===== config.mk =====
export PLATFORM = sky130hd
export DESIGN_NAME = rv_mini_core
export DESIGN_NICKNAME = d
export VERILOG_FILES = /design/src/design/isa_pkg.sv /design/src/design/pipe_pkg.sv /design/src/design/rv_mini_core.sv /design/src/design/execute_stage.sv /design/src/design/decode_stage.sv /design/src/design/fetch_stage.sv /design/src/design/register_file.sv
export VERILOG_INCLUDE_DIRS = /design/src /design/src/design
export SDC_FILE = /design/constraint.sdc
export NUM_CORES = 2
export LEC_CHECK = 0
export BUFFER_PORTS_ARGS = -buffer_cell sky130_fd_sc_hd__buf_2
export CORE_MARGIN = 5
export CORE_UTILIZATION = 50
export DETAILED_ROUTE_END_ITERATION = 16
export HOLD_SLACK_MARGIN = 0.02
export PLACE_DENSITY = 0.75
export SYNTH_ARGS = -nofsm -noshare
export SYNTH_HDL_FRONTEND = slang
export SYNTH_SLANG_ARGS = --single-unit

===== constraint.sdc =====
create_clock -name clk_i -period 6 [get_ports clk_i]
set_clock_uncertainty 0.1 [all_clocks]
set_input_delay 1.2 -clock clk_i [delete_from_list [all_inputs] [get_ports clk_i]]
set_output_delay 1.2 -clock clk_i [all_outputs]
set_load 0.05 [all_outputs]

===== src/design/core_settings.svh =====
/*
  Width and size settings shared by the mini core and its testbench.
  Include wherever a data width, register index or the NOP word is needed.
*/
`ifndef CORE_SETTINGS_SVH
`define CORE_SETTINGS_SVH

// Data path and address width
`define CORE_XLEN 32

// Register index width
`define CORE_REG_ADDR_W 5

// Architectural register count
`define CORE_NUM_REGS 32

// ADDI x0, x0, 0
// Decoded in place of empty or flushed slots
`define CORE_NOP_INSTR 32'h0000_0013

`endif

===== src/design/isa_pkg.sv =====
/*
  RV32I encodings for the kept subset: opcodes, funct fields, the two
  instruction views and the ALU operation type. Imported by decode and execute.
*/
`default_nettype none

`include "core_settings.svh"

package isa_pkg;

  // Major opcodes of the kept subset
  typedef enum logic [6:0] {
    OPC_OP     = 7'b0110011,
    OPC_OP_IMM = 7'b0010011,
    OPC_LUI    = 7'b0110111,
    OPC_BRANCH = 7'b1100011,
    OPC_JAL    = 7'b1101111
  } opcode_e;

  // funct3 values
  localparam logic [2:0] F3_ADD_SUB = 3'b000;
  localparam logic [2:0] F3_XOR     = 3'b100;
  localparam logic [2:0] F3_OR      = 3'b110;
  localparam logic [2:0] F3_AND     = 3'b111;
  localparam logic [2:0] F3_BEQ     = 3'b000;
  localparam logic [2:0] F3_BNE     = 3'b001;

  // funct7 values, SUB sets bit 30
  localparam logic [6:0] F7_BASE = 7'b0000000;
  localparam logic [6:0] F7_SUB  = 7'b0100000;

  // R view, register fields
  typedef struct packed {
    logic [6:0]                  funct7;
    logic [`CORE_REG_ADDR_W-1:0] rs2;
    logic [`CORE_REG_ADDR_W-1:0] rs1;
    logic [2:0]                  funct3;
    logic [`CORE_REG_ADDR_W-1:0] rd;
    logic [6:0]                  opcode;
  } r_format_t;

  // I view, source of all immediate bits
  typedef struct packed {
    logic [11:0]                 imm;
    logic [`CORE_REG_ADDR_W-1:0] rs1;
    logic [2:0]                  funct3;
    logic [`CORE_REG_ADDR_W-1:0] rd;
    logic [6:0]                  opcode;
  } i_format_t;

  // One fetched word, read through either view
  typedef union packed {
    r_format_t r;
    i_format_t i;
  } instr_u;

  typedef enum logic [2:0] {
    ALU_ADD,
    ALU_SUB,
    ALU_AND,
    ALU_OR,
    ALU_XOR,
    ALU_PASS_B
  } alu_op_e;

endpackage

`default_nettype wire


===== src/design/pipe_pkg.sv =====
/*
  Pipeline register and side-band types between the core stages.
  Imported by the stages, the top level and the testbench retire check.
*/
`default_nettype none

`include "core_settings.svh"

package pipe_pkg;

  // Fetch to decode, one accepted response
  typedef struct packed {
    logic                  valid;
    logic [`CORE_XLEN-1:0] pc;
    isa_pkg::instr_u       instr;
  } if_id_t;

  // Decode to execute, operands already forwarded
  typedef struct packed {
    logic                        valid;
    logic [`CORE_XLEN-1:0]       pc;
    logic [`CORE_XLEN-1:0]       operand_a;
    logic [`CORE_XLEN-1:0]       operand_b;
    logic [`CORE_XLEN-1:0]       immediate;
    logic [`CORE_REG_ADDR_W-1:0] rd;
    logic                        reg_we;
    isa_pkg::alu_op_e            alu_op;
    logic                        is_branch;
    logic                        branch_ne;
    logic                        is_jal;
  } id_ex_t;

  // Execute back to fetch and decode
  typedef struct packed {
    logic                  valid;
    logic [`CORE_XLEN-1:0] target;
  } redirect_t;

  // One retired instruction
  typedef struct packed {
    logic                        valid;
    logic [`CORE_XLEN-1:0]       pc;
    logic [`CORE_REG_ADDR_W-1:0] rd;
    logic                        we;
    logic [`CORE_XLEN-1:0]       data;
  } retire_t;

endpackage

`default_nettype wire


===== src/design/rv_mini_core.sv =====
/*
  Top level of the three-stage RV32I mini core: fetch, decode, execute and
  the register file. Instruction memory strobes in, one retire report out.
*/
`timescale 1ns/100ps
`default_nettype none

`include "core_settings.svh"

module rv_mini_core (
  input  logic                  clk_i,
  input  logic                  rst_n_i,
  input  logic [`CORE_XLEN-1:0] boot_addr_i,
  // Instruction memory
  output logic                  instr_req_o,
  input  logic                  instr_gnt_i,
  input  logic                  instr_rvalid_i,
  output logic [`CORE_XLEN-1:0] instr_addr_o,
  input  logic [31:0]           instr_rdata_i,
  // Retired instructions, in order
  output pipe_pkg::retire_t     retire_o
);
  import pipe_pkg::*;

  if_id_t                      if_id;
  id_ex_t                      id_ex;
  // Taken branch or JAL, flushes fetch and decode
  redirect_t                   redirect;
  logic [`CORE_REG_ADDR_W-1:0] rs1_addr;
  logic [`CORE_REG_ADDR_W-1:0] rs2_addr;
  logic [`CORE_XLEN-1:0]       rs1_data;
  logic [`CORE_XLEN-1:0]       rs2_data;
  // Execute write port, also the bypass
  logic                        rf_we;
  logic [`CORE_REG_ADDR_W-1:0] rf_waddr;
  logic [`CORE_XLEN-1:0]       rf_wdata;

  ////////////////////////////////////////////////////////////////////////////
  // Fetch
  fetch_stage fetch_stage_inst (
    .clk_i          (clk_i),
    .rst_n_i        (rst_n_i),
    .boot_addr_i    (boot_addr_i),
    .instr_req_o    (instr_req_o),
    .instr_gnt_i    (instr_gnt_i),
    .instr_rvalid_i (instr_rvalid_i),
    .instr_addr_o   (instr_addr_o),
    .instr_rdata_i  (instr_rdata_i),
    .redirect_i     (redirect),
    .if_id_o        (if_id)
  );

  ////////////////////////////////////////////////////////////////////////////
  // Decode
  decode_stage decode_stage_inst (
    .clk_i      (clk_i),
    .rst_n_i    (rst_n_i),
    .if_id_i    (if_id),
    .redirect_i (redirect),
    .rs1_addr_o (rs1_addr),
    .rs2_addr_o (rs2_addr),
    .rs1_data_i (rs1_data),
    .rs2_data_i (rs2_data),
    .fwd_we_i   (rf_we),
    .fwd_rd_i   (rf_waddr),
    .fwd_data_i (rf_wdata),
    .id_ex_o    (id_ex)
  );

  ////////////////////////////////////////////////////////////////////////////
  // Execute
  execute_stage execute_stage_inst (
    .id_ex_i    (id_ex),
    .redirect_o (redirect),
    .rf_we_o    (rf_we),
    .rf_waddr_o (rf_waddr),
    .rf_wdata_o (rf_wdata),
    .retire_o   (retire_o)
  );

  // Read in decode, written from execute
  register_file register_file_inst (
    .clk_i     (clk_i),
    .rst_n_i   (rst_n_i),
    .raddr_a_i (rs1_addr),
    .raddr_b_i (rs2_addr),
    .rdata_a_o (rs1_data),
    .rdata_b_o (rs2_data),
    .we_i      (rf_we),
    .waddr_i   (rf_waddr),
    .wdata_i   (rf_wdata)
  );

endmodule

`default_nettype wire


===== src/design/execute_stage.sv =====
/*
  Execute: ALU, branch compare and JAL link. Drives the redirect to fetch and
  decode, the register-file write port and the retire report.
*/
`timescale 1ns/100ps
`default_nettype none

`include "core_settings.svh"

module execute_stage (
  input  pipe_pkg::id_ex_t            id_ex_i,
  output pipe_pkg::redirect_t         redirect_o,
  // Register file write port and decode bypass
  output logic                        rf_we_o,
  output logic [`CORE_REG_ADDR_W-1:0] rf_waddr_o,
  output logic [`CORE_XLEN-1:0]       rf_wdata_o,
  output pipe_pkg::retire_t           retire_o
);
  import isa_pkg::*;

  logic [`CORE_XLEN-1:0] alu_result;
  logic [`CORE_XLEN-1:0] link_addr;
  logic [`CORE_XLEN-1:0] result;
  logic                  operands_equal;
  logic                  branch_taken;

  always_comb begin
    case (id_ex_i.alu_op)
      ALU_ADD:    alu_result = id_ex_i.operand_a + id_ex_i.operand_b;
      ALU_SUB:    alu_result = id_ex_i.operand_a - id_ex_i.operand_b;
      ALU_AND:    alu_result = id_ex_i.operand_a & id_ex_i.operand_b;
      ALU_OR:     alu_result = id_ex_i.operand_a | id_ex_i.operand_b;
      ALU_XOR:    alu_result = id_ex_i.operand_a ^ id_ex_i.operand_b;
      // LUI
      ALU_PASS_B: alu_result = id_ex_i.operand_b;
      default:    alu_result = '0;
    endcase
  end

  // JAL writes the return address
  assign link_addr = id_ex_i.pc + `CORE_XLEN'd4;
  assign result    = id_ex_i.is_jal ? link_addr : alu_result;

  ////////////////////////////////////////////////////////////////////////////
  // Branch decision
  assign operands_equal = (id_ex_i.operand_a == id_ex_i.operand_b);
  // BEQ takes on equal and BNE on not equal
  assign branch_taken   = id_ex_i.is_branch && (operands_equal != id_ex_i.branch_ne);

  assign redirect_o = '{
    valid:  id_ex_i.valid && (branch_taken || id_ex_i.is_jal),
    target: id_ex_i.pc + id_ex_i.immediate
  };

  assign rf_we_o    = id_ex_i.valid && id_ex_i.reg_we;
  assign rf_waddr_o = id_ex_i.rd;
  assign rf_wdata_o = result;

  assign retire_o = '{
    valid: id_ex_i.valid,
    pc:    id_ex_i.pc,
    rd:    id_ex_i.rd,
    we:    id_ex_i.reg_we,
    data:  result
  };

  // Branches reach execute without a write enable
  a_branch_no_write: assert final (!(id_ex_i.valid && id_ex_i.is_branch && id_ex_i.reg_we));

endmodule

`default_nettype wire


===== src/design/decode_stage.sv =====
/*
  Decode: splits the fetched word through its R and I views, builds the
  immediate, reads and forwards operands, and fills the decode/execute register.
*/
`timescale 1ns/100ps
`default_nettype none

`include "core_settings.svh"

module decode_stage (
  input  logic                        clk_i,
  input  logic                        rst_n_i,
  input  pipe_pkg::if_id_t            if_id_i,
  input  pipe_pkg::redirect_t         redirect_i,
  // Register file read
  output logic [`CORE_REG_ADDR_W-1:0] rs1_addr_o,
  output logic [`CORE_REG_ADDR_W-1:0] rs2_addr_o,
  input  logic [`CORE_XLEN-1:0]       rs1_data_i,
  input  logic [`CORE_XLEN-1:0]       rs2_data_i,
  // Execute write, fed back
  input  logic                        fwd_we_i,
  input  logic [`CORE_REG_ADDR_W-1:0] fwd_rd_i,
  input  logic [`CORE_XLEN-1:0]       fwd_data_i,
  output pipe_pkg::id_ex_t            id_ex_o
);
  import isa_pkg::*;
  import pipe_pkg::*;

  instr_u                instr;
  logic [`CORE_XLEN-1:0] imm_i;
  logic [`CORE_XLEN-1:0] imm_u;
  logic [`CORE_XLEN-1:0] imm_b;
  logic [`CORE_XLEN-1:0] imm_j;
  logic [`CORE_XLEN-1:0] rs1_val;
  logic [`CORE_XLEN-1:0] rs2_val;
  id_ex_t                id_ex_d;
  id_ex_t                id_ex_q;

  // Empty slot decodes as NOP
  assign instr = if_id_i.valid ? if_id_i.instr : instr_u'(`CORE_NOP_INSTR);

  ////////////////////////////////////////////////////////////////////////////
  // Immediates, all bits taken from the I view
  assign imm_i = {{20{instr.i.imm[11]}}, instr.i.imm};
  assign imm_u = {instr.i.imm, instr.i.rs1, instr.i.funct3, 12'b0};
  // B: imm[12|10:5] in imm field, imm[4:1|11] in rd field
  assign imm_b = {{20{instr.i.imm[11]}}, instr.i.rd[0], instr.i.imm[10:5],
                  instr.i.rd[4:1], 1'b0};
  // J: imm[19:12] sits in rs1 and funct3
  assign imm_j = {{12{instr.i.imm[11]}}, instr.i.rs1, instr.i.funct3,
                  instr.i.imm[0], instr.i.imm[10:1], 1'b0};

  ////////////////////////////////////////////////////////////////////////////
  // Register read with bypass from execute
  assign rs1_addr_o = instr.r.rs1;
  assign rs2_addr_o = instr.r.rs2;

  // x0 never bypassed
  assign rs1_val = (fwd_we_i && fwd_rd_i != '0 && fwd_rd_i == instr.r.rs1) ?
                   fwd_data_i : rs1_data_i;
  assign rs2_val = (fwd_we_i && fwd_rd_i != '0 && fwd_rd_i == instr.r.rs2) ?
                   fwd_data_i : rs2_data_i;

  always_comb begin
    id_ex_d           = '0;
    // Younger than a redirecting instruction
    id_ex_d.valid     = if_id_i.valid && !redirect_i.valid;
    id_ex_d.pc        = if_id_i.pc;
    id_ex_d.operand_a = rs1_val;
    id_ex_d.operand_b = rs2_val;
    id_ex_d.rd        = instr.r.rd;
    id_ex_d.alu_op    = ALU_ADD;
    case (instr.r.opcode)
      OPC_OP: begin
        id_ex_d.reg_we = 1'b1;
        case ({instr.r.funct7, instr.r.funct3})
          {F7_BASE, F3_ADD_SUB}: id_ex_d.alu_op = ALU_ADD;
          {F7_SUB, F3_ADD_SUB}:  id_ex_d.alu_op = ALU_SUB;
          {F7_BASE, F3_XOR}:     id_ex_d.alu_op = ALU_XOR;
          {F7_BASE, F3_OR}:      id_ex_d.alu_op = ALU_OR;
          {F7_BASE, F3_AND}:     id_ex_d.alu_op = ALU_AND;
          default:               id_ex_d.reg_we = 1'b0;
        endcase
      end
      OPC_OP_IMM: begin
        // ADDI only, other funct3 fall to NOP
        id_ex_d.reg_we    = (instr.i.funct3 == F3_ADD_SUB);
        id_ex_d.operand_b = imm_i;
        id_ex_d.immediate = imm_i;
      end
      OPC_LUI: begin
        id_ex_d.reg_we    = 1'b1;
        id_ex_d.alu_op    = ALU_PASS_B;
        id_ex_d.operand_b = imm_u;
        id_ex_d.immediate = imm_u;
      end
      OPC_BRANCH: begin
        id_ex_d.is_branch = (instr.r.funct3 == F3_BEQ) || (instr.r.funct3 == F3_BNE);
        id_ex_d.branch_ne = (instr.r.funct3 == F3_BNE);
        id_ex_d.immediate = imm_b;
      end
      OPC_JAL: begin
        id_ex_d.reg_we    = 1'b1;
        id_ex_d.is_jal    = 1'b1;
        id_ex_d.immediate = imm_j;
      end
      default: begin
        // Unknown opcode, retires with no effect
        id_ex_d.reg_we = 1'b0;
      end
    endcase
  end

  // Payload free running, valid cleared by reset
  always_ff @(posedge clk_i) begin
    id_ex_q <= id_ex_d;
    if (!rst_n_i) begin
      id_ex_q.valid <= 1'b0;
    end
  end

  assign id_ex_o = id_ex_q;

endmodule

`default_nettype wire


===== src/design/fetch_stage.sv =====
/*
  Instruction fetch: PC, request/grant/response sequencing with at most one
  request outstanding, and the fetch to decode register.
*/
`timescale 1ns/100ps
`default_nettype none

`include "core_settings.svh"

module fetch_stage (
  input  logic                  clk_i,
  input  logic                  rst_n_i,
  input  logic [`CORE_XLEN-1:0] boot_addr_i,
  // Instruction memory
  output logic                  instr_req_o,
  input  logic                  instr_gnt_i,
  input  logic                  instr_rvalid_i,
  output logic [`CORE_XLEN-1:0] instr_addr_o,
  input  logic [31:0]           instr_rdata_i,
  // Pipeline
  input  pipe_pkg::redirect_t   redirect_i,
  output pipe_pkg::if_id_t      if_id_o
);
  import pipe_pkg::*;

  // Address of the request in flight or about to go out
  logic [`CORE_XLEN-1:0] pc_q;
  logic                  pending_q;
  // Response in flight belongs to a redirected path
  logic                  discard_q;
  logic                  req_fire;
  logic                  resp_fire;
  logic                  resp_keep;
  if_id_t                if_id_q;

  // Request whenever nothing is outstanding
  assign instr_req_o  = !pending_q;
  assign instr_addr_o = pc_q;

  assign req_fire  = instr_req_o && instr_gnt_i;
  assign resp_fire = pending_q && instr_rvalid_i;
  assign resp_keep = resp_fire && !discard_q && !redirect_i.valid;

  always_ff @(posedge clk_i) begin
    if (!rst_n_i) begin
      pc_q      <= boot_addr_i;
      pending_q <= 1'b0;
      discard_q <= 1'b0;
    end else begin
      if (req_fire) begin
        pending_q <= 1'b1;
      end else if (resp_fire) begin
        pending_q <= 1'b0;
      end
      // Old-path data still to come
      if (redirect_i.valid && (req_fire || (pending_q && !instr_rvalid_i))) begin
        discard_q <= 1'b1;
      end else if (resp_fire) begin
        discard_q <= 1'b0;
      end
      if (redirect_i.valid) begin
        pc_q <= redirect_i.target;
      end else if (resp_keep) begin
        pc_q <= pc_q + `CORE_XLEN'd4;
      end
    end
  end

  // Fetched word and its PC, valid for one cycle
  always_ff @(posedge clk_i) begin
    if (resp_fire) begin
      if_id_q.pc    <= pc_q;
      if_id_q.instr <= instr_rdata_i;
    end
    if_id_q.valid <= rst_n_i && resp_keep;
  end

  assign if_id_o = if_id_q;

  // Granted request blocks new ones through the response
  a_one_outstanding: assert property (@(posedge clk_i) disable iff (!rst_n_i)
    req_fire |=> (!instr_req_o until_with instr_rvalid_i));

  // Address held until grant, a redirect may move it
  a_addr_stable: assert property (@(posedge clk_i) disable iff (!rst_n_i)
    (instr_req_o && !instr_gnt_i && !redirect_i.valid) |=> $stable(instr_addr_o));

endmodule

`default_nettype wire


===== src/design/register_file.sv =====
/*
  Integer register file: two combinational read ports, one write port.
  x0 stays zero because writes to it are dropped.
*/
`timescale 1ns/100ps
`default_nettype none

`include "core_settings.svh"

module register_file (
  input  logic                        clk_i,
  input  logic                        rst_n_i,
  input  logic [`CORE_REG_ADDR_W-1:0] raddr_a_i,
  input  logic [`CORE_REG_ADDR_W-1:0] raddr_b_i,
  output logic [`CORE_XLEN-1:0]       rdata_a_o,
  output logic [`CORE_XLEN-1:0]       rdata_b_o,
  input  logic                        we_i,
  input  logic [`CORE_REG_ADDR_W-1:0] waddr_i,
  input  logic [`CORE_XLEN-1:0]       wdata_i
);

  logic [`CORE_XLEN-1:0] regs_q [`CORE_NUM_REGS];

  always_ff @(posedge clk_i) begin
    if (!rst_n_i) begin
      for (int i = 0; i < `CORE_NUM_REGS; i++) begin
        regs_q[i] <= '0;
      end
    end else if (we_i && waddr_i != '0) begin
      regs_q[waddr_i] <= wdata_i;
    end
  end

  assign rdata_a_o = regs_q[raddr_a_i];
  assign rdata_b_o = regs_q[raddr_b_i];

  // Reset and the write guard keep x0 at zero
  a_x0_zero: assert property (@(posedge clk_i) disable iff (!rst_n_i)
    ((raddr_a_i == '0) |-> (rdata_a_o == '0)) and ((raddr_b_i == '0) |-> (rdata_b_o == '0)));

endmodule

`default_nettype wire


# Yosys cells after proc, flatten, opt, wreduce, memory -nomap -nowiden
# Memory sizes are Yosys's and may differ from the RTL's.
# Cells that the tools add are included.
word_totals:
  ff_bits: 240
  ramBits: 1024
  input_bits: 68
  word_cells: 101
  mem_count: 1
classes:
  n_addsub: 5
  eq_ne: 20
  muxes: 25
  bitwise_logic: 3
  reduce_logical: 30
mem_list:
  columns: ["name", "words", "word_bits", "read_ports", "rd_ports_with_merged_regs", "wr", "line_no", "rtl"]
  rows:
  - ["register_file_inst.regs_q", 32, 32, 2, 0, 32, "register_file.sv:22", "logic [`CORE_XLEN-1:0] regs_q [`CORE_NUM_REGS];"]
ops:
  columns: ["op", "count"]
  rows:
  - ["32-bit 2-to-1 mux", 8]
  - ["32-bit case mux with 6 select lines", 1]
  - ["32-bit case mux with 4 select lines", 1]
  - ["32-bit by 3-bit adder with 32-bit output (second input constant)", 2]
  - ["32-bit adder", 2]
  - ["32-bit case mux with 2 select lines", 1]
  - ["32-bit bitwise AND", 1]
  - ["32-bit == test", 1]
  - ["32-bit bitwise OR", 1]
  - ["32-bit OR reduction", 1]
  - ["32-bit subtractor", 1]
  - ["32-bit XOR", 1]
  - ["10-bit by 3-bit == test with 1-bit output (second input constant)", 3]
  - ["7-bit by 6-bit == test with 1-bit output (second input constant)", 2]
  - ["7-bit == test (second input constant)", 2]
  - ["1-bit logical AND", 14]
  - ["3-bit case mux with 4 select lines", 1]
  - ["10-bit by 9-bit == test with 1-bit output (second input constant)", 1]
  - ["5-bit == test", 2]
  - ["10-bit logical NOT", 1]
  - ["1-bit 2-to-1 mux", 10]
  - ["7-bit by 5-bit == test with 1-bit output (second input constant)", 1]
  - ["3-bit by 1-bit == test with 1-bit output (second input constant)", 2]
  - ["3-bit by 2-bit == test with 1-bit output (second input constant)", 2]
  - ["13 further kinds", 21]

# Depth between registers and ports, before layout
logic_depth:
  ltp_word: 10
  depth_mapped: 15
  depth_no_buf: 13

# By module
# A second synthesis with hierarchy kept.
unflattened:
  hier_cells: 6648
  area_unflattened_um2: 73071.3
modules_own_cells:
  columns: ["mod", "n_inst", "cells_each", "area_each_um2", "seq_area_each_um2"]
  rows:
  - ["register_file", 1, 4609, 55715.9, 30749.5]
  - ["execute_stage", 1, 1247, 8289.2, 0.0]
  - ["decode_stage", 1, 480, 4874.7, 2822.7]
  - ["fetch_stage", 1, 312, 4191.5, 2942.8]

# Worst setup path after synthesis
# OpenSTA, ideal clock, no wires.
synth_timing:
  kind: "flip-flop to output port"
  start: "reg decode_stage_inst.id_ex_q (netlist bit decode_stage_inst.id_ex_o[76])"
  end: "out retire_o[24] in the netlist's numbering"
  arrival_ns: 3.257
  required_time_ns: 4.700
  path_slack_ns: 1.443
  stages_incl_launch_ff: 16
  n_path_buf: 2
  cell_sequence: "dfxtp_1 > inv_1 > ha_1 > inv_1 > fa_1 > nor2b_1 > o21ai_0 > a31oi_4 > nor4_2 > o21ai_2 > a221oi_2 > mux2i_1 > a41o_1 > clkbuf_1 > buf_2 > inv_1"
synth_rtl:
  columns: ["item", "line_no", "rtl"]
  rows:
  - ["start: declaration", "decode_stage.sv:37", "id_ex_t id_ex_q;"]
  - ["start signal: assignment", "decode_stage.sv:116", "id_ex_q <= id_ex_d;"]
  - ["end: declaration", "rv_mini_core.sv:21", "output pipe_pkg::retire_t retire_o"]

==> results by group <==
Outcome
  • Outcome: finished, final reports clean

STA
  • # setup viols final: 0
  • Final setup TNS: 0 ns
  • Actual slew at the worst max-slew pin: ~1.3 ns
  • RSZ-0062 raised after global routing: false
  • Tcrit/Tclk final: ~97%
  • Post-route setup slack: around 0.17 ns
  • Minimum clock period: about 6 ns
  • Relative slew slack: 10.3%
  • Fmax: 171 MHz
  • Hold Violations, Final: 0
  • Slew Limit Fails: 0

Logic synthesis
  • Sequential-to-total area share from yosys stat: between 50% and 60%
  • Synthesized instance count: between 5k and 6k
  • FFs w/ async S/R, synth: 0%
  • Synth warn: 0
  • Post-Syn Area: between 0.06 and 0.07 mm^2
  • Ys flop type: edfxtp_1
  • Avg Cell Area, Syn: 11.8 um^2
  • Yosys reg bits: 1264
  • Post-synth EDFFs: ~1.1k
  • Netlist cell types: 100

Detailed routing
  • Via Count: roughly 55k
  • Vias per cell: just over 7
  • DRT Wirelength: between 200000 and 300000 um
  • 1st-iter DRT viols: 9925
  • Post-route DRC: 0
  • Drt wl/cell: 33.2 um
  • Remaining antenna violation count: 0
  • Drt first pass iters: 12

Floorplanning
  • I/O pin total: 172
  • Row count: 136
  • Area of the core: 0.137 mm^2
  • DIE AREA: between 0.1 and 0.15 mm^2
  • Die width: approximately 380 um
  • Starting Density: about half
  • Die H: about 380 um

Global routing
  • Antenna violations before repair: 20
  • Vias in the first global route: 53.6k
  • Overall routing resource usage: 34.7%
  • Grt ovf: 0
  • Largest net degree at the start of global routing: about 110
  • First-pass GRT wire length: 370000 um

Worst setup path
  • Startpoint Class: register
  • Worst EP required: 4.70 ns
  • Setup Crit Path Kind: reg -> out
  • Critical Path AT: around 4.5 ns
  • Worst Setup End Kind: primary output
  • Critical path peak fanout: 6

Clocking
  • CTS tree: yes
  • Hold-fix buffers, CTS: 0
  • CTS root buffer: clkbuf_16
  • CTS Buffer Depth: 3
  • Worst skew pair latency: around 0.8 ns
  • H-tree levels: 4
  • Clock transition at path regs: ~0.070 ns
  • Total CTS buffers: 138
  • Sink Count: roughly 1.3k

Layout
  • Final Instance Area: about 0.077 mm^2
  • Fin cells: roughly 8k
  • Area Overhead vs Synth: 10.8%
  • Layout cells sized above 1: roughly a fifth
  • Final #Nets: 6099

Placement
  • Placer Congestion: approximately 0.98
  • DP HPWL: about 170000 um
  • # port buffers: between 150 and 200
  • DP Cell Count: roughly 7.5k
  • Pre-CTS WS: 0.938 ns
  • Placed cell areas: 0.0722 mm^2

Run
  • Maxcap violations: 0

Min path
  • Hold Crit Class: reg -> reg

Power
  • PwrDens: about 280 mW/mm^2
  • Peak supply drop: ~0.28 mV
  • P_leak: 29.2 nW
==> synthesized netlist by cell type, types with 16 or more instances <==
cell type | count | area share [%]
nor2b_1 | 16 | 0.14
and3_1 | 43 | 0.39
o211ai_1 | 55 | 0.60
o22ai_1 | 52 | 0.47
nand3_1 | 135 | 0.98
a31oi_1 | 37 | 0.33
mux2i_1 | 173 | 2.5
nand2b_1 | 16 | 0.14
o21bai_1 | 18 | 0.20
nor3_1 | 40 | 0.29
o21ai_0 | 182 | 1.3
dfxtp_1 | 144 | 4.2
nor4_1 | 19 | 0.17
a21o_1 | 36 | 0.39
a21oi_1 | 219 | 1.6
clkbuf_1 | 357 | 1.9
nor2_1 | 1235 | 6.7
edfxtp_1 | 1120 | 49
buf_4 | 43 | 0.47
buf_1 | 62 | 0.34
mux4_2 | 469 | 15
a221oi_1 | 49 | 0.62
a211oi_1 | 37 | 0.40
ha_1 | 134 | 2.4
xor2_1 | 48 | 0.61
nand4_1 | 29 | 0.26
a311oi_1 | 23 | 0.29
inv_1 | 162 | 0.88
buf_2 | 77 | 0.56
xnor2_1 | 58 | 0.73
nand2_1 | 532 | 2.9
==> routing by layer <==
metal | vias up | wire length, um | global-route usage (%)
met5 | - | 139 | 0
met4 | 18 | 18000 | 19.1
met3 | 1251 | 45000 | 15.2
met2 | 5462 | 113000 | 51.9
met1 | 26620 | 83500 | 42.4
li1 | 21787 | - | -
==> path summary, 6_finish.rpt <==
path | start | to | slack (ns) | cells after the start
worst max-delay path | decode_stage_inst.id_ex_o[48] | retire_o[27] | 0.17 | 12
worst min-delay path | fetch_stage_inst.if_id_o[50] | decode_stage_inst.id_ex_o[126] | 0.23 | 0
worst max register to register | fetch_stage_inst.if_id_o[64] | decode_stage_inst.id_ex_o[92] | 1.05 | 8
worst min register to register | fetch_stage_inst.if_id_o[50] | decode_stage_inst.id_ex_o[126] | 0.23 | 0
==> power by group <==
part	total, mW	switching [mW]	internal (mW)
registers	10.1	0.232	9.90
logic	2.89	2.04	0.846
clock network	8.48	3.72	4.76
total	21.5	5.99	15.5
==> worst max-delay path: stages, from the launching register on <==
cell and delay [ns]:
dfxtp_1 0.36, inv_1 0.07, ha_1 0.40, inv_2 0.10
a2111oi_2 0.49, a211oi_2 0.22, o311ai_1 0.47, o211ai_1 0.22
xnor2_1 0.29, o221ai_1 0.22, a221oi_4 0.58, inv_1 0.08
buf_2 0.23
==> metrics by stage <==
stage / power [mW] / hold slack [ns] / util, %
6_report: 21.5 / 0.229 / 55.8
5_1_grt: 22.0 / 0.244 / 55.8
4_1_cts: 21.3 / 0.229 / 55.7
3_5_place_dp: 13.0 / 0.227 / 52.5
3_3_place_gp: 13.0 / 0.224 / 52.5
2_1_floorplan: 12.0 / 0.223 / -
==> cell type report <==
type | instances | area, um^2
antenna | 12 | 30.0
clock buffer | 178 | 3720
clock inverter | 72 | 687
fill | 10949 | 60800
inverter | 165 | 619
multi-input combinational | 3943 | 30200
sequential | 1264 | 36500
tap | 1794 | 2240
timing repair buffer | 382 | 2660
==> timing repair <==
action                                  4_1_cts  5_1_grt
setup buffers                                 0        2
gates resized for setup                       0        5
endpoints found under the setup margin        0        6
==> sequential cells by signal, indices dropped and copies added, names as in the netlist <==
| name | flops |
|---|---|
| decode_stage_inst.id_ex_o | 141 |
| fetch_stage_inst.if_id_o | 65 |
| fetch_stage_inst.pending_q | 1 |
| register_file_inst.regs_q | 1024 |
| fetch_stage_inst.instr_addr_o | 32 |
| fetch_stage_inst.discard_q | 1 |
==> cell families (layout without fill, tap and decap cells) <==
family	after synthesis	after routing	synth area share (%)
AO/OA/AOI/OAI	880	880	8.48
adder cells (fa/ha/maj)	137	137	2.51
buffers and inverters	713	797	4.33
AND/OR/NAND/NOR	2138	2138	12.7
flip-flops	1264	1264	52.7
other	1	44	0.00542
XOR/XNOR	106	106	1.34
multiplexers	650	650	17.9
==> cells in the final DEF, fill, tap and decap left out, drive strengths merged, types with 55 or more instances in the layout <==
| master | count |
|---|---|
| o211ai | 55 |
| nor2 | 1244 |
| buf | 381 |
| o21ai | 190 |
| edfxtp | 1120 |
| mux4 | 469 |
| inv | 173 |
| nand3 | 135 |
| a21oi | 220 |
| dfxtp | 144 |
| mux2i | 173 |
| ha | 134 |
| clkbuf | 179 |
| xnor2 | 58 |
| nand2 | 532 |
(Power assumes the default switching activity.)
